## src/hdl/dma_consts.svh

```systemverilog
// ==================================================================
// DMA engine widths, register strobe indices and device codes
// ==================================================================
`ifndef DMA_CONSTS_SVH
`define DMA_CONSTS_SVH

`define DMA_ADDR_W   21     // DRAM word address
`define DMA_PORT_N   9      // port write strobes

`define DMA_SADDRL   0
`define DMA_SADDRH   1
`define DMA_SADDRX   2
`define DMA_DADDRL   3
`define DMA_DADDRH   4
`define DMA_DADDRX   5
`define DMA_LEN      6
`define DMA_LAUNCH   7
`define DMA_NUM      8

`define DMA_DEV_RAM  3'd1
`define DMA_DEV_SD   3'd2
`define DMA_DEV_IDE  3'd3

`endif
```

## src/hdl/dma_pkg.sv

```systemverilog
// ==================================================================
// DMA engine types: control byte, bus request structs, data word
// ==================================================================
`default_nettype none

`include "dma_consts.svh"

package dma_pkg;

    // launch byte, msb first as written by the CPU
    typedef struct packed {
        logic       wnr;        // 1 - RAM to device
        logic       zwt;        // CPU wait flag, passed through
        logic       salgn;
        logic       dalgn;
        logic       asz;        // 1 - 256 word line, 0 - 128 word line
        logic [2:0] device;
    } dma_ctrl_t;

    typedef struct packed {
        logic [7:0] msb;
        logic [7:0] lsb;
    } dma_bytes_t;

    // byte view for SD assembly, word view for DRAM and IDE
    typedef union packed {
        logic [15:0] word;
        dma_bytes_t  bytes;
    } dma_word_u;

    typedef struct packed {
        logic                   req;
        logic                   rnw;
        logic [`DMA_ADDR_W-1:0] addr;
        logic [15:0]            wrdata;
    } dram_req_t;

    // shared by SD and IDE; SD only drives the low byte
    typedef struct packed {
        logic        req;
        logic        rnw;
        logic [15:0] wrdata;
    } dev_req_t;

endpackage

`default_nettype wire

```

## src/hdl/dma_top.sv

```systemverilog
// ==================================================================
// DMA engine top level: registers, counters, sequencer, datapath
// ==================================================================
`timescale 1ns/1ns
`default_nettype none

`include "dma_consts.svh"

module dma_top
    import dma_pkg::*;
(
    input  wire                   clk,
    input  wire                   rst_n,
    input  wire [`DMA_PORT_N-1:0] port_wr,
    input  wire [7:0]             zdata,
    output dram_req_t             dram,
    input  wire [15:0]            dram_rddata,
    input  wire                   dram_next,
    output dev_req_t              sd,
    input  wire [7:0]             sd_rddata,
    input  wire                   sd_stb,
    output dev_req_t              ide,
    input  wire [15:0]            ide_rddata,
    input  wire                   ide_stb,
    output logic                  active,
    output logic                  zwt
);

    dma_ctrl_t              ctrl;
    dma_word_u              data;
    logic [7:0]             len;
    logic [7:0]             num;
    logic                   launch;
    logic [2:0]             saddr_wr;
    logic [2:0]             daddr_wr;
    logic                   next_burst;
    logic                   phase;
    logic                   bsel;
    logic                   mem_req;
    logic                   dev_req;
    logic                   sd_sel;
    logic                   ide_sel;
    logic                   cyc_end;
    logic [`DMA_ADDR_W-1:0] saddr;
    logic [`DMA_ADDR_W-1:0] daddr;
    logic                   mem_rd;
    logic                   mem_wr;
    logic                   dev_rd;

    assign mem_rd = mem_req & dram_next & ~phase;
    assign mem_wr = mem_req & dram_next & phase;
    assign dev_rd = dev_req & ~phase;

    dma_regs u_regs (
        .clk(clk), .rst_n(rst_n), .port_wr(port_wr), .zdata(zdata), .active(active),
        .ctrl(ctrl), .len(len), .num(num), .launch(launch),
        .saddr_wr(saddr_wr), .daddr_wr(daddr_wr)
    );

    dma_burst_ctr u_burst_ctr (
        .clk(clk), .rst_n(rst_n), .launch(launch), .cyc_end(cyc_end),
        .len(len), .num(num), .active(active), .next_burst(next_burst)
    );

    dma_seq u_seq (
        .clk(clk), .rst_n(rst_n), .launch(launch), .active(active), .ctrl(ctrl),
        .dram_next(dram_next), .sd_stb(sd_stb), .ide_stb(ide_stb),
        .phase(phase), .bsel(bsel), .mem_req(mem_req), .dev_req(dev_req),
        .sd_sel(sd_sel), .ide_sel(ide_sel), .cyc_end(cyc_end)
    );

    dma_addr_gen u_src_addr (
        .clk(clk), .zdata(zdata), .load(saddr_wr), .step(mem_rd),
        .align(ctrl.salgn), .asz(ctrl.asz), .next_burst(next_burst), .addr(saddr)
    );

    dma_addr_gen u_dst_addr (
        .clk(clk), .zdata(zdata), .load(daddr_wr), .step(mem_wr),
        .align(ctrl.dalgn), .asz(ctrl.asz), .next_burst(next_burst), .addr(daddr)
    );

    dma_data_buf u_data_buf (
        .clk(clk), .capture_mem(mem_rd),
        .capture_sd(dev_rd & sd_sel & sd_stb), .capture_ide(dev_rd & ide_sel & ide_stb),
        .bsel(bsel), .dram_rddata(dram_rddata), .ide_rddata(ide_rddata),
        .sd_rddata(sd_rddata), .data(data)
    );

    assign zwt = ctrl.zwt;      // stored only, engine ignores it

    always_comb
    begin
        dram.req    = mem_req;
        dram.rnw    = ~phase;
        dram.addr   = phase ? daddr : saddr;
        dram.wrdata = data.word;

        // lsb goes out first on SD
        sd.req    = dev_req & sd_sel;
        sd.rnw    = ~phase;
        sd.wrdata = {8'h00, bsel ? data.bytes.msb : data.bytes.lsb};

        ide.req    = dev_req & ide_sel;
        ide.rnw    = ~phase;
        ide.wrdata = data.word;
    end

endmodule

`default_nettype wire

```

## src/hdl/dma_data_buf.sv

```systemverilog
// ==================================================================
// DMA transfer buffer, word capture or SD byte assembly
// ==================================================================
`timescale 1ns/1ns
`default_nettype none

module dma_data_buf
    import dma_pkg::*;
(
    input  wire        clk,
    input  wire        capture_mem,
    input  wire        capture_sd,
    input  wire        capture_ide,
    input  wire        bsel,
    input  wire [15:0] dram_rddata,
    input  wire [15:0] ide_rddata,
    input  wire [7:0]  sd_rddata,
    output dma_word_u  data
);

    always_ff @(posedge clk)
    begin
        if (capture_mem)
            data.word <= dram_rddata;
        else if (capture_sd)
        begin
            if (bsel)
                data.bytes.lsb <= sd_rddata;    // second byte
            else
                data.bytes.msb <= sd_rddata;
        end
        else if (capture_ide)
            data.word <= ide_rddata;
    end

endmodule

`default_nettype wire

```

## src/hdl/dma_addr_gen.sv

```systemverilog
// ==================================================================
// DMA DRAM address register with CPU load and linear/aligned step
// ==================================================================
`timescale 1ns/1ns
`default_nettype none

`include "dma_consts.svh"

module dma_addr_gen (
    input  wire                    clk,
    input  wire [7:0]              zdata,
    input  wire [2:0]              load,        // {extra, high, low}
    input  wire                    step,
    input  wire                    align,
    input  wire                    asz,
    input  wire                    next_burst,
    output logic [`DMA_ADDR_W-1:0] addr
);

    logic [7:0]             offs;       // line offset restored per burst
    logic [8:0]             inc_l;
    logic [7:0]             next_l;
    logic [1:0]             add_h;
    logic [13:0]            next_h;
    logic                   next_m;
    logic [`DMA_ADDR_W-1:0] addr_next;

    assign inc_l  = {1'b0, addr[7:0]} + 9'd1;
    assign next_l = (align & next_burst) ? offs : inc_l[7:0];

    // upper part counts in 128 word units
    assign add_h  = align ? {next_burst & asz, next_burst & ~asz}
                          : {inc_l[8], 1'b0};
    assign next_h = addr[`DMA_ADDR_W-1:7] + {12'd0, add_h};

    // bit 7 belongs to the offset on 256 word lines, to the line otherwise
    assign next_m = align ? (asz ? next_l[7] : next_h[0]) : inc_l[7];

    assign addr_next = {next_h[13:1], next_m, next_l[6:0]};

    always_ff @(posedge clk)
    begin
        if (step)
            addr <= addr_next;
        else
        begin
            if (load[0])
            begin
                addr[6:0] <= zdata[7:1];
                offs[6:0] <= zdata[7:1];
            end
            if (load[1])
            begin
                addr[12:7] <= zdata[5:0];
                offs[7]    <= zdata[0];
            end
            if (load[2])
                addr[`DMA_ADDR_W-1:13] <= zdata;
        end
    end

endmodule

`default_nettype wire

```

## src/hdl/dma_burst_ctr.sv

```systemverilog
// ==================================================================
// DMA word-per-burst and burst-per-launch counters
// ==================================================================
`timescale 1ns/1ns
`default_nettype none

module dma_burst_ctr (
    input  wire       clk,
    input  wire       rst_n,
    input  wire       launch,
    input  wire       cyc_end,
    input  wire [7:0] len,
    input  wire [7:0] num,
    output logic      active,
    output logic      next_burst
);

    logic [7:0] b_ctr;          // words left in burst, minus one
    logic [8:0] n_ctr;          // bursts left, top bit set when idle
    logic [8:0] b_ctr_dec;
    logic [7:0] b_ctr_next;

    assign b_ctr_dec  = {1'b0, b_ctr} - 9'd1;
    assign next_burst = b_ctr_dec[8];               // borrow on last word
    assign b_ctr_next = next_burst ? len : b_ctr_dec[7:0];

    assign active = ~n_ctr[8];

    always_ff @(posedge clk)
    begin
        if (!rst_n)
            n_ctr[8] <= 1'b1;                       // idle after reset
        else if (launch)
        begin
            b_ctr <= len;
            n_ctr <= {1'b0, num};
        end
        else if (cyc_end)
        begin
            b_ctr <= b_ctr_next;
            n_ctr <= n_ctr - {8'd0, next_burst};    // wraps to idle after last burst
        end
    end

endmodule

`default_nettype wire

```

## src/hdl/dma_seq.sv

```systemverilog
// ==================================================================
// DMA cycle sequencer: read/write phase, SD byte select, requests
// ==================================================================
`timescale 1ns/1ns
`default_nettype none

`include "dma_consts.svh"

module dma_seq
    import dma_pkg::*;
(
    input  wire       clk,
    input  wire       rst_n,
    input  wire       launch,
    input  wire       active,
    input  dma_ctrl_t ctrl,
    input  wire       dram_next,
    input  wire       sd_stb,
    input  wire       ide_stb,
    output logic      phase,        // 0 - read, 1 - write
    output logic      bsel,         // SD byte, 0 - first
    output logic      mem_req,
    output logic      dev_req,
    output logic      sd_sel,
    output logic      ide_sel,
    output logic      cyc_end
);

    logic dv_ram;
    logic dev_stb;
    logic phase_end;
    logic byte_switch;

    assign dv_ram  = ctrl.device == `DMA_DEV_RAM;
    assign sd_sel  = ctrl.device == `DMA_DEV_SD;
    assign ide_sel = ctrl.device == `DMA_DEV_IDE;

    // RAM copy uses memory in both phases,
    // otherwise wnr picks which side goes first
    assign mem_req = active & (dv_ram | (ctrl.wnr ^ phase));
    assign dev_req = active & ~dv_ram & (ctrl.wnr ^ ~phase);

    // SD word is done only on its second byte
    assign dev_stb     = (sd_sel & sd_stb & bsel) | (ide_sel & ide_stb);
    assign phase_end   = (mem_req & dram_next) | (dev_req & dev_stb);
    assign cyc_end     = phase & phase_end;
    assign byte_switch = dev_req & sd_sel & sd_stb;

    always_ff @(posedge clk)
    begin
        if (!rst_n || launch)
        begin
            phase <= 1'b0;
            bsel  <= 1'b0;
        end
        else
        begin
            if (phase_end)
                phase <= ~phase;
            if (byte_switch)
                bsel <= ~bsel;
        end
    end

endmodule

`default_nettype wire

```

## src/hdl/dma_regs.sv

```systemverilog
// ==================================================================
// DMA register file: port strobe decode, control, length and count
// ==================================================================
`timescale 1ns/1ns
`default_nettype none

`include "dma_consts.svh"

module dma_regs
    import dma_pkg::*;
(
    input  wire                   clk,
    input  wire                   rst_n,
    input  wire [`DMA_PORT_N-1:0] port_wr,
    input  wire [7:0]             zdata,
    input  wire                   active,
    output dma_ctrl_t             ctrl,
    output logic [7:0]            len,
    output logic [7:0]            num,
    output logic                  launch,
    output logic [2:0]            saddr_wr,
    output logic [2:0]            daddr_wr
);

    logic [`DMA_PORT_N-1:0] wr;

    assign wr = port_wr & {`DMA_PORT_N{~active}};   // CPU locked out while running

    assign launch   = wr[`DMA_LAUNCH];
    assign saddr_wr = {wr[`DMA_SADDRX], wr[`DMA_SADDRH], wr[`DMA_SADDRL]};
    assign daddr_wr = {wr[`DMA_DADDRX], wr[`DMA_DADDRH], wr[`DMA_DADDRL]};

    always_ff @(posedge clk)
    begin
        if (!rst_n)
            ctrl <= '0;
        else if (launch)
            ctrl <= dma_ctrl_t'(zdata);  // launch byte carries the mode
    end

    // burst geometry
    always_ff @(posedge clk)
    begin
        if (wr[`DMA_LEN])
            len <= zdata;
        if (wr[`DMA_NUM])
            num <= zdata;
    end

endmodule

`default_nettype wire

```

## config.mk

```make
export PLATFORM = sky130hd
export DESIGN_NAME = dma_top
export DESIGN_NICKNAME = d
export VERILOG_FILES = /design/src/hdl/dma_pkg.sv /design/src/hdl/dma_top.sv /design/src/hdl/dma_data_buf.sv /design/src/hdl/dma_addr_gen.sv /design/src/hdl/dma_burst_ctr.sv /design/src/hdl/dma_seq.sv /design/src/hdl/dma_regs.sv
export VERILOG_INCLUDE_DIRS = /design/src /design/src/hdl
export SDC_FILE = /design/constraint.sdc
export NUM_CORES = 1
export LEC_CHECK = 0
export ABC_AREA = 1
export BUFFER_PORTS_ARGS = -buffer_cell sky130_fd_sc_hd__buf_2
export CORE_ASPECT_RATIO = 0.6
export CORE_MARGIN = 5
export CORE_UTILIZATION = 48
export DETAILED_ROUTE_END_ITERATION = 8
export HOLD_SLACK_MARGIN = 0.02
export PLACE_DENSITY = 0.79
export SETUP_SLACK_MARGIN = 0.15
export SYNTH_ARGS = -nofsm -noshare
export SYNTH_HDL_FRONTEND = slang
export SYNTH_HIERARCHICAL = 1
export SYNTH_SLANG_ARGS = --single-unit
```

## constraint.sdc

```tcl
create_clock -name clk -period 3.9 [get_ports clk]
set_input_delay 0 -clock clk [delete_from_list [all_inputs] [get_ports clk]]
set_output_delay 0 -clock clk [all_outputs]
set_load 0.1 [all_outputs]
```

==> run summary, run 1 <==
The number of maximum-capacitance violations is 0. The delay of the slowest cell on the worst path is 390 ps. The reported leakage power came out at 4.02 nW. The total power per unit cell area is 456 mW/mm2. The number of nets in the layout came out at 1114. The clock net in this run drives a total of 117 sinks. The number of distinct library cell variants in the gate-level netlist after synthesis is 39. The combined area of all synthesized cells came out at 0.00710 mm2. The wire length per cell after detailed routing came out at 16.2 um. Global routing consumed, over all layers together, 23.2% of the routing resources. The die is 104 um tall. Detailed placement ended at an HPWL of 14200 um. After synthesis, the share of flip-flops with an asynchronous set or reset is 0%.

CTS placed an instance of clkbuf_16 at the clock tree root. Including well taps, the total number of placed cells is 1175. After technology mapping, the gate count stands at 889.

The count of pins over their slew limit is 0. Entering global routing, the biggest net connects 28 pins. The die is 167 um wide. The detailed-route vias per instance came out at 5.25.

The classification of the worst-slack hold path is in2reg. STA classifies the critical path endpoint as a register. The post-detailed-route count of antenna-violating nets came out at 0. The starting density of the core is 48.9%. Wires add up to 20300 um. The longest clock path from root to sink contains 2 buffers.

Of all nets on the critical path, the largest fanout is 12. For this block, the via count after detailed routing is 6572. The part of the cycle the worst path needs is 78.6%.

The most frequent cell after synthesis is nand2_1. The max-slew headroom at the worst pin came out at 47.3%. The standard cell core area is 0.0145 mm2. Sorting the synthesized cells by area gives the leading types as edfxtp_1 (45%), nand2_1 (17%), nor2_1 (5.6%), nand3_1 (5.0%), inv_1 (4.0%). The maximum clock skew at final layout is 8.08 ps. The TritonCTS clock tree is yes. Static timing analysis puts the maximum clock frequency at 0.326 GHz.

STA puts the critical path data arrival time at 3230 ps. The part of the Yosys area used for sequential elements is 48.0%. The measured slew at the worst slew-check pin came out at 791 ps. The number of antenna cells inserted is 0. The first routing iteration left 767 violations. Counting the buffers created by CTS gives 17. The flop and latch count out of synthesis came out at 117. The number of port buffers came out at 130.

The data required time at the worst endpoint is 4070 ps. The total overflow reported by the global router came out at 0. The critical path buffer and inverter count came out at 2. The filler-free cell count of the finished design is 1252. After synthesis, the most frequently instantiated cells are nand2_1 (312), edfxtp_1 (106), nor2_1 (106). The source-to-sink clock delay at the later pin of the worst-skew pair came out at 410 ps. The per-instance average area after synthesis came out at 7.98 um2. The final weighted congestion of routability-driven global placement is 0.973. The worst vdd rail ir drop is 0.000363 V. The final count of negative-setup-slack endpoints is 0. For this run, the leading register cell type out of synthesis is edfxtp_1. The floorplan die area is 0.0174 mm2. The slowest stage of the critical path belongs to the cell edfxtp_1. The number of cell rows came out at 34.

The Yosys step of the flow raised 6 warnings. The layout overhead on the synthesized area is 23.3%. The run finished with clean final reports.

Traced cell by cell, the critical path runs through inv_1 -> ha_1 -> nand2_2 -> nor2_4 -> nand2_1 -> inv_1 -> nand2_1 -> o31ai_1 -> fa_1 -> nand2_2 -> nor3_4 -> nand3_1 -> nand3_1 -> nand2_1. The top cell type's share of synthesized area came out at 44.9%. The number of endpoints with negative hold slack in the final report came out at 0. The wire length of the first global-routing pass is 32300 um. The shortest period the worst path allows is 3060 ps. For this run, design rule violations remaining after detail routing come to 0. The number of top-level design ports is 139.

The CTS clock-pin slew for the worst setup and hold paths is 60 ps. The worst setup path is of the reg2reg kind. The via count of the first global-routing pass came out at 6161. The number of enable-type register cells in the synthesized netlist came out at 106.

Setup repair after global routing left no endpoint under its margin. The share of cells above drive strength 1 came out at 20.4%. In the final timing run, aggregate negative setup slack is 0 ps. STA classifies the critical path startpoint as a register. The H-tree generated during clock tree synthesis spans 4 levels. The first TritonRoute pass finished after 5 iterations. The biggest area consumer among synthesized cells is edfxtp_1.

The most numerous cell type found on the critical path is nand2_1. In this design, the largest share of critical-path delay is due to simple AND/OR/NAND/NOR gates. The number of antenna violations at the first check in global routing was 0.
==> cell usage in the layout, fill, tap and decap left out, types with 4 or more instances in the layout <==
master         instances
nand3_1               71
bufinv_16              4
inv_2                 11
inv_1                 76
conb_1                 8
nand2_1              312
a21oi_1               11
dfxtp_1               11
edfxtp_1             106
nor2_1               105
xnor2_1                5
nor2_2                 6
o21ai_0               31
nand3b_1               4
o21bai_1               4
dlygate4sd3_1         45
xor2_1                 5
ha_1                   9
clkinvlp_4             4
nand4_1               10
nand2_2                8
nor2_4                 8
clkbuf_16             17
buf_4                  5
buf_2                130
o21ai_1               14
==> sequential cells by signal, summed over array words and instances, names as in the netlist, 8 cells and up <==
signal	flops
u_dst_addr/addr	21
u_src_addr/addr	21
u_data_buf/data	16
u_burst_ctr/n_ctr	9
u_burst_ctr/b_ctr	8
u_dst_addr/offs	8
u_regs/ctrl	8
u_regs/len	8
u_regs/num	8
u_src_addr/offs	8
==> cell type report <==
type / count / area [um2]
fill: 1246 / 5750
inverter: 88 / 333
sequential: 117 / 3400
tap: 198 / 248
clock buffer: 17 / 425
clock inverter: 15 / 204
timing repair buffer: 180 / 1140
multi-input combinational: 637 / 3000
==> worst register-to-register path, delay by kind of cell (launching register included) <==
kind | cells | cell delay [ps]
simple gates | 9 | 1320
fa+ha+maj | 2 | 600
compound gates | 1 | 180
buf+inv | 2 | 360
flops | 1 | 390
==> final timing paths <==
check                                           from                  end  slack, ps  cells after the start
worst min register to register        u_regs/ctrl[6]       u_regs/ctrl[6]        470                      2
worst max register to register  u_burst_ctr/b_ctr[0]  u_dst_addr/addr[17]        840                     14
worst min-delay path                      port_wr[1]   u_src_addr/offs[7]         40                      5
worst max-delay path            u_burst_ctr/b_ctr[0]  u_dst_addr/addr[17]        840                     14
==> per-stage QoR <==
stage	hold slack, ps	power (mW)	area (um2)	utilization, %	worst slack (ps)
after floorplan	69.0	2.13	7120	-	1480
after global placement	277	2.26	7670	52.9	1190
after detailed placement	281	2.28	7670	52.9	1020
after CTS	21.4	4.00	8750	60.3	914
after global routing	47.6	4.13	8750	60.3	593
final	38.1	3.99	8750	60.3	836
==> what timing repair did <==
| item | CTS | global route |
|---|---|---|
| gates resized for setup | 0 | 0 |
| hold buffers | 45 | 0 |
| setup buffers | 0 | 0 |
| hold endpoints to repair | 60 | 0 |
| setup endpoints to repair | 0 | 0 |
==> cell families (layout without fill, tap and decap cells) <==
kind of cell | Yosys count | count (layout) | share of synthesized area, %
AOI/OAI and AO/OA | 67 | 67 | 5.10
buffers and inverters | 142 | 300 | 10.2
other | 1 | 8 | 0.0528
adders and majority gates | 11 | 11 | 2.15
and+or+nand+nor | 541 | 541 | 33.3
DFF | 117 | 117 | 48.0
xor gates and xnor gates | 10 | 10 | 1.23
==> where the power goes <==
group | internal, mW | leakage (nW) | switching (mW)
Combinational | 0.177 | 2.63 | 0.586
Sequential | 1.47 | 1.09 | 0.0734
Clock | 1.07 | 0.296 | 0.609
==> metal layers <==
layer | vias up | GRT usage, % | wire [um]
met5 | - | 0 | 0
met4 | 0 | 6.07 | 312
met3 | 30 | 7.14 | 2390
met2 | 396 | 35.6 | 9060
met1 | 2991 | 32.1 | 8550
li1 | 3155 | - | -
(Power assumes the default switching activity.)
==> run 2: changes to the inputs <==
==> constraint.sdc (replaced) <==
create_clock -name clk -period 3.2 [get_ports clk]
set_input_delay 0 -clock clk [delete_from_list [all_inputs] [get_ports clk]]
set_output_delay 0 -clock clk [all_outputs]
set_load 0.1 [all_outputs]
==> run summary, run 2 (same netlist as run 1, synthesis figures left out) <==
The run finished with clean final reports. The overall routing resource usage came out at 23.0% (-0.23 points). The fmax is 0.356 GHz (+9.2%). The capture point of the worst reg-to-reg path is u_data_buf/data[7]. The count of pins over their slew limit came out at 0 (unchanged). The detailed-route vias per instance came out at 5.17 (-1.6%). The CTS buffer count is 17 (unchanged). The signal on the critical path passes through inv_2 -> nor2_2 -> nand2_2 -> a21boi_1 -> nand2_1 -> nor2_4 -> inv_2 -> nand3_1 -> nand3_1 -> dlygate4sd3_1. The data arrival time of the critical path came out at 2950 ps (-280 ps). The number of port buffers came to 130 (unchanged). The part of the cycle the worst path needs came out at 87.7% (+9.1 points). The shortest period the worst path allows is 2810 ps (-258 ps).

The final weighted congestion of routability-driven global placement was 0.906 (-6.9%). Leaving out fill and tap cells, the most frequent cell in the layout is nand2_1. The clock tree root buffer cell is clkbuf_16. The maximum clock skew at final layout is 11.7 ps (+3.66 ps).

The share of cells above drive strength 1 is 20.2% (-0.21 points). The source-to-sink clock delay at the later pin of the worst-skew pair came to 410 ps (about the same). The total power per unit cell area is 530 mW/mm2 (+16%). The layout overhead on the synthesized area is 22.4%. The critical path buffer and inverter count is 3 (+1). The chip height came out at 104 um (unchanged). The number of antenna cells inserted is 0 (unchanged). Setup repair after global routing left no endpoint under its margin. The length of the first detailed-routing pass in iterations was 5 (unchanged). The number of cell rows came out at 34 (unchanged). The DRC violation total after the first TritonRoute iteration is 770 (+0.39%). The startpoint identified for the worst register-to-register timing path is u_regs/ctrl[0]. In this design, the largest share of critical-path delay is due to simple AND/OR/NAND/NOR gates. The width of the chip came to 167 um (unchanged). The starting density of the core came to 48.9% (unchanged). The delay of the slowest cell on the worst path came out at 600 ps (+210 ps). The number of nets in the layout was 1116 (+0.18%). The post-detailed-route count of antenna-violating nets came out at 0 (unchanged). The final count of negative-setup-slack endpoints came out at 0 (unchanged). The setup TNS after final layout was 0 ps (unchanged). For this design, the slowest cell found on the critical path is dlygate4sd3_1. The sum of net half-perimeters after detailed placement was 14600 um (+2.7%).

The worst vdd rail ir drop came to 0.000385 V (+6.1%). The via total after detailed routing is 6475 (-1.5%). STA classifies the critical path endpoint as a register. The largest registers in the layout are u_dst_addr/addr: 21 flops, u_src_addr/addr: 21 flops, u_data_buf/data: 16 flops. The wire length per cell after detailed routing is 16.2 um (-0.44%). The number of cells traversed by the worst hold path came out at 5 (unchanged). The maximum buffer depth of the clock tree was 2 (unchanged). The tightest min-delay check is of the in2reg type. The number of antenna violations at the first check in global routing is 0 (unchanged). The number of buffers added for setup after CTS came out at 0 (unchanged). The final-layout worst hold slack came out at 38.2 ps (+0.0591 ps).

The clock net sink count is 117 (unchanged). The reported leakage power came out at 4.00 nW (-0.58%). The via count of the first global-routing pass is 5950 (-3.4%).

The number of fill cells in the layout came to 1273 (+2.2%). The worst setup path is of the reg2reg kind. The number of maximum-capacitance violations came to 0 (unchanged). The measured slew at the worst slew-check pin came to 782 ps (-9.07 ps).

The startpoint of the tightest hold check path is port_wr[1]. The endpoint of the worst hold path is u_src_addr/offs[7]. The worst reg-to-reg setup slack came out at 390 ps (-440 ps). The TritonCTS clock tree is yes. The logic depth of the worst register-to-register path was 10 (-4). The max-slew headroom at the worst pin came to 47.9% (+0.61 points). The CTS clock-pin slew for the worst setup and hold paths came to 50 ps (about the same). The count of H-tree levels built during CTS came out at 4 (unchanged). The wire length of the first global-routing pass came out at 31500 um (-2.2%). In the layout the commonest cells are nand2_1 (311), buf_2 (130), edfxtp_1 (106). The standard cell core area is 0.0145 mm2 (unchanged).

The number of top-level design ports came out at 139 (unchanged). The post-detailed-route DRC marker count came out at 0 (unchanged). The data required time at the worst endpoint is 3340 ps (-730 ps). The number of endpoints with negative hold slack in the final report was 0 (unchanged). The floorplan die area is 0.0174 mm2 (unchanged). The pin count of the biggest net entering global routing came out at 28 (unchanged). The total overflow reported by the global router is 0 (unchanged). The detailed-route wire length came to 20200 um (-0.36%). The worst setup path is launched from a register. The worst-path maximum fanout came out at 19 (+7).
## run 2: cell count changes in the layout (fill, tap and decap cells not counted), sizes merged
| cell | before | now |
|---|---|---|
| buf | 135 | 137 |
| bufinv | 4 | 2 |
| clkbuf | 17 | 20 |
| inv | 90 | 88 |
| clkinv | 5 | 7 |
| clkinvlp | 4 | 2 |
## run 2: final cells by class
type                    count  area, um2  share of cell area, %
clock inverters            11        111                   1.28
repair buffers            182       1150                   13.3
multi-input cells         637       3000                   34.6
well taps                 198        248                   2.85
flip-flops and latches    117       3400                   39.2
inverters                  88        333                   3.83
clock buffers              20        437                   5.03
## run 2: stage by stage
stage | util [%] | cells | area (um2) | setup WS (ps) | total power [mW]
final | 59.9 | 1253 | 8690 | 394 | 4.60
after global routing | 59.9 | 1253 | 8690 | 191 | 4.78
after CTS | 59.9 | 1253 | 8690 | 281 | 4.62
after detailed placement | 53.0 | 1177 | 7690 | 303 | 2.78
after global placement | 53.0 | 1177 | 7690 | 447 | 2.76
after floorplan | - | 896 | 7120 | 784 | 2.59
## run 2: timing repair
| action | 4_1_cts | 5_1_grt |
|---|---|---|
| resized for setup | 0 | 2 |
| endpoints found under the hold margin | 60 | 0 |
| setup endpoints to repair | 0 | 8 |
| hold buffers | 45 | 0 |
## run 2: worst max path at each step
stage | start | slack [ps] | endpoint | cells after the start
final | u_regs/ctrl[0] | 390 | u_data_buf/data[7] | 10
after global routing | u_burst_ctr/b_ctr[0] | 190 | u_dst_addr/addr[14] | 15
after CTS | u_burst_ctr/b_ctr[0] | 280 | u_dst_addr/addr[12] | 15
after detailed placement | u_burst_ctr/b_ctr[0] | 300 | u_dst_addr/addr[17] | 14
after global placement | u_burst_ctr/b_ctr[0] | 450 | u_dst_addr/addr[17] | 14
after floorplan | u_burst_ctr/n_ctr[8] | 780 | u_data_buf/data[0] | 9
## run 2: routing by layer
layer | vias up | part of all wire (%) | global-route usage (%)
li1 | 3150 | - | -
met1 | 2977 | 44 | 31.7
met2 | 323 | 44 | 35.8
met3 | 25 | 11 | 6.91
met4 | 0 | 1.3 | 5.31
met5 | - | 0 | 0
## run 2: power breakdown
part	internal (mW)	total, mW	switching [mW]
sequential	1.79	1.88	0.0891
combinational	0.216	0.929	0.714
clock	1.13	1.79	0.663
total	3.14	4.60	1.47
## run 2: worst min-delay path, stage by stage
cell	delay, ps
buf_2	100
inv_1	40
nor2_1	40
inv_1	60
nor2_1	40
==> run 3: changes to the inputs <==
--- a/config.mk
+++ b/config.mk
@@ -7,13 +7,13 @@
 export NUM_CORES = 1
 export LEC_CHECK = 0
 export ABC_AREA = 1
-export BUFFER_PORTS_ARGS = -buffer_cell sky130_fd_sc_hd__buf_2
 export CORE_ASPECT_RATIO = 0.6
 export CORE_MARGIN = 5
 export CORE_UTILIZATION = 48
 export DETAILED_ROUTE_END_ITERATION = 8
+export DONT_BUFFER_PORTS = 1
 export HOLD_SLACK_MARGIN = 0.02
-export PLACE_DENSITY = 0.79
+export PLACE_DENSITY = 0.71
 export SETUP_SLACK_MARGIN = 0.15
 export SYNTH_ARGS = -nofsm -noshare
 export SYNTH_HDL_FRONTEND = slang
==> run summary, run 3 (same netlist as run 1, synthesis figures left out) <==
The flow ran to the end, and the final reports show no timing, DRC or antenna violations. The filler-free cell count of the finished design is 1184 (-5.5%). The sum of net half-perimeters after detailed placement is 14700 um (+0.71%). The wire length per cell after detailed routing came to 17.5 um (+8.3%). The number of cells traversed by the worst hold path is 4 (-1). For hold timing, the worst endpoint is u_dst_addr/offs[5]. The detailed-route wire length came to 20700 um (+2.3%). The number of port buffers was 0 (-100%). The tree is rooted in a clkbuf_16.

The number of top-level design ports is 139 (unchanged). The measured slew at the worst slew-check pin is 1020 ps (+238 ps). The pin count of the biggest net entering global routing is 27 (-3.6%).

The post-route cell area came out at 0.00887 mm2 (+2.0%). The reported leakage power is 3.92 nW (-2.0%). The data required time at the worst endpoint is 3360 ps (+20 ps). The shortest period the worst path allows came to 2780 ps (-26.6 ps). The fmax came out at 0.360 GHz (+0.96%). The share of cells above drive strength 1 is 14.8% (-5.4 points). In the layout the commonest cells are nand2_1 (311), edfxtp_1 (106), nor2_1 (105). The cell count after placement was 1103 (-6.3%). The total power per unit cell area is 549 mW/mm2 (+3.6%). The standard cell core area came to 0.0145 mm2 (unchanged). The global routing usage on met3 came out at 7.25% (+0.34 points). The setup slack after layout came out at 420 ps (+26.6 ps).

The worst setup path is of the reg2reg kind. The number of endpoints with negative hold slack in the final report came out at 0 (unchanged). The post-detailed-route count of antenna-violating nets came to 0 (unchanged). The via count of the first global-routing pass was 5920 (-0.50%). The starting density of the core came to 48.9% (unchanged). The length of the first detailed-routing pass in iterations is 6 (+1). The number of antenna violations at the first check in global routing is 0 (unchanged).

STA classifies the critical path startpoint as a register. The post-detailed-route DRC marker count is 0 (unchanged). The worst reg-to-reg setup slack is 420 ps (+30 ps). The worst setup path is captured at a register. The overall power consumption came out at 4.87 mW (+5.7%). The maximum buffer depth of the clock tree came out at 2 (unchanged). The CTS buffer count is 17 (unchanged). Setup repair after global routing left no endpoint under its margin. The multi-input combinational cell area came out at 0.00301 mm2 (+0.12%).

The number of nets in the layout came to 1046 (-6.3%). The clock net sink count came out at 117 (unchanged). The area occupied by registers came out at 0.00340 mm2 (unchanged).

The chip height was 104 um (unchanged). The worst vdd rail ir drop came out at 0.000358 V (-6.9%). The number of antenna cells inserted is 0 (unchanged).

The busiest metal layer after global routing is met2. The startpoint of the lowest-slack register-to-register path is u_burst_ctr/b_ctr[0]. The source-to-sink clock delay at the later pin of the worst-skew pair came to 410 ps (about the same). The part of the cycle the worst path needs is 86.9% (-0.83 points). The worst setup slack before clock tree synthesis was 354 ps (+51.6 ps). The wire length of the first global-routing pass is 32800 um (+4.0%). The count of pins over their slew limit was 0 (unchanged). The commonest non-fill, non-tap cell in the layout is nand2_1.

The final count of negative-setup-slack endpoints is 0 (unchanged). The floorplan die area was 0.0174 mm2 (unchanged). The maximum clock skew at final layout is 7.91 ps (-3.83 ps).

The worst register-to-register path ends at u_dst_addr/addr[17]. The overall routing resource usage came out at 23.9% (+0.94 points). The count of H-tree levels built during CTS is 4 (unchanged). The data arrival time of the critical path is 2940 ps (about the same). The width of the chip came out at 167 um (unchanged). The setup TNS after final layout came out at 0 ps (unchanged).

The final weighted congestion of routability-driven global placement came to 0.972 (+7.4%). The DRC violation total after the first TritonRoute iteration is 601 (-22%). The detailed-route vias per instance came out at 5.27 (+2.0%). The source of the critical timing path is u_burst_ctr/b_ctr[0].

The total overflow reported by the global router came out at 0 (unchanged). The tightest min-delay check is of the in2reg type. The worst-path maximum fanout is 12 (-7). The startpoint of the tightest hold check path is port_wr[3].

The final-layout worst hold slack is 47.3 ps (+9.16 ps). The max-slew headroom at the worst pin was 32.0% (-16 points). The met2 capacity usage during global routing was 35.7% (-0.058 points).

The CTS clock-pin slew for the worst setup and hold paths is 60 ps (about the same). The number of cell rows came out at 34 (unchanged). The layout overhead on the synthesized area is 24.9%. The number of maximum-capacitance violations was 0 (unchanged).

The number of fill cells in the layout was 1223 (-3.9%). The core utilization of the finished layout is 61.1% (+1.2 points). The met1 layer usage reported by global route came out at 33.1% (+1.4 points). The largest registers in the layout are u_dst_addr/addr: 21 flops, u_src_addr/addr: 21 flops, u_data_buf/data: 16 flops. TritonCTS built the clock tree.

The logic depth of the worst register-to-register path is 14 (+4). The placed standard-cell area came out at 0.00774 mm2 (+0.72%). The via total after detailed routing is 6241 (-3.6%).
-- run 3: cell count changes in the layout (fill, tap and decap cells not counted), sizes merged --
cell         before  now
dlygate4sd3      45   49
inv              88   89
bufinv            2    4
buf             137   63
clkinv            7    8
clkbuf           20   17
-- run 3: power breakdown --
group	internal [mW]	switching, mW	total, mW
logic	0.238	0.719	0.956
clock network	1.31	0.721	2.03
registers	1.79	0.0875	1.88
-- run 3: layout make-up --
class | count | area share [%]
Timing Repair Buffer | 112 | 14.0
Clock inverter | 15 | 2.31
Inverter | 88 | 3.77
Tap cell | 198 | 2.79
Sequential cell | 117 | 38.4
Multi-Input combinational cell | 637 | 33.9
Clock buffer | 17 | 4.80
-- run 3: worst max-delay path by stage --
stage,depth (start not counted),end,slack (ps)
after floorplan,9,u_data_buf/data[0],780
after global placement,14,u_dst_addr/addr[17],470
after detailed placement,14,u_dst_addr/addr[17],350
after CTS,14,u_dst_addr/addr[17],290
after global routing,15,u_dst_addr/addr[12],180
final,14,u_dst_addr/addr[17],420
-- run 3: repair_timing --
item                                    in CTS  in global routing
gates resized for setup                      0                  2
buffers inserted                             0                  0
hold buffers                                49                  0
endpoints found under the setup margin       0                 10
endpoints found under the hold margin      121                  0
-- run 3: routing by layer --
layer  wire length (um)  up-vias
met5                  0        -
met2               8890      371
met4                505        0
met3               2280       38
li1                   -     3015
met1               9040     2817
-- run 3: critical path: stages (launching register included) --
cell	delay (ps)
edfxtp_1	390
inv_1	110
ha_1	260
nand2_2	110
nor2_4	200
nand2_2	190
inv_2	140
nand2_1	80
o31ai_1	140
fa_1	310
nand2_2	120
nor3_4	240
nand3_1	90
nand3_1	90
nand2_1	50
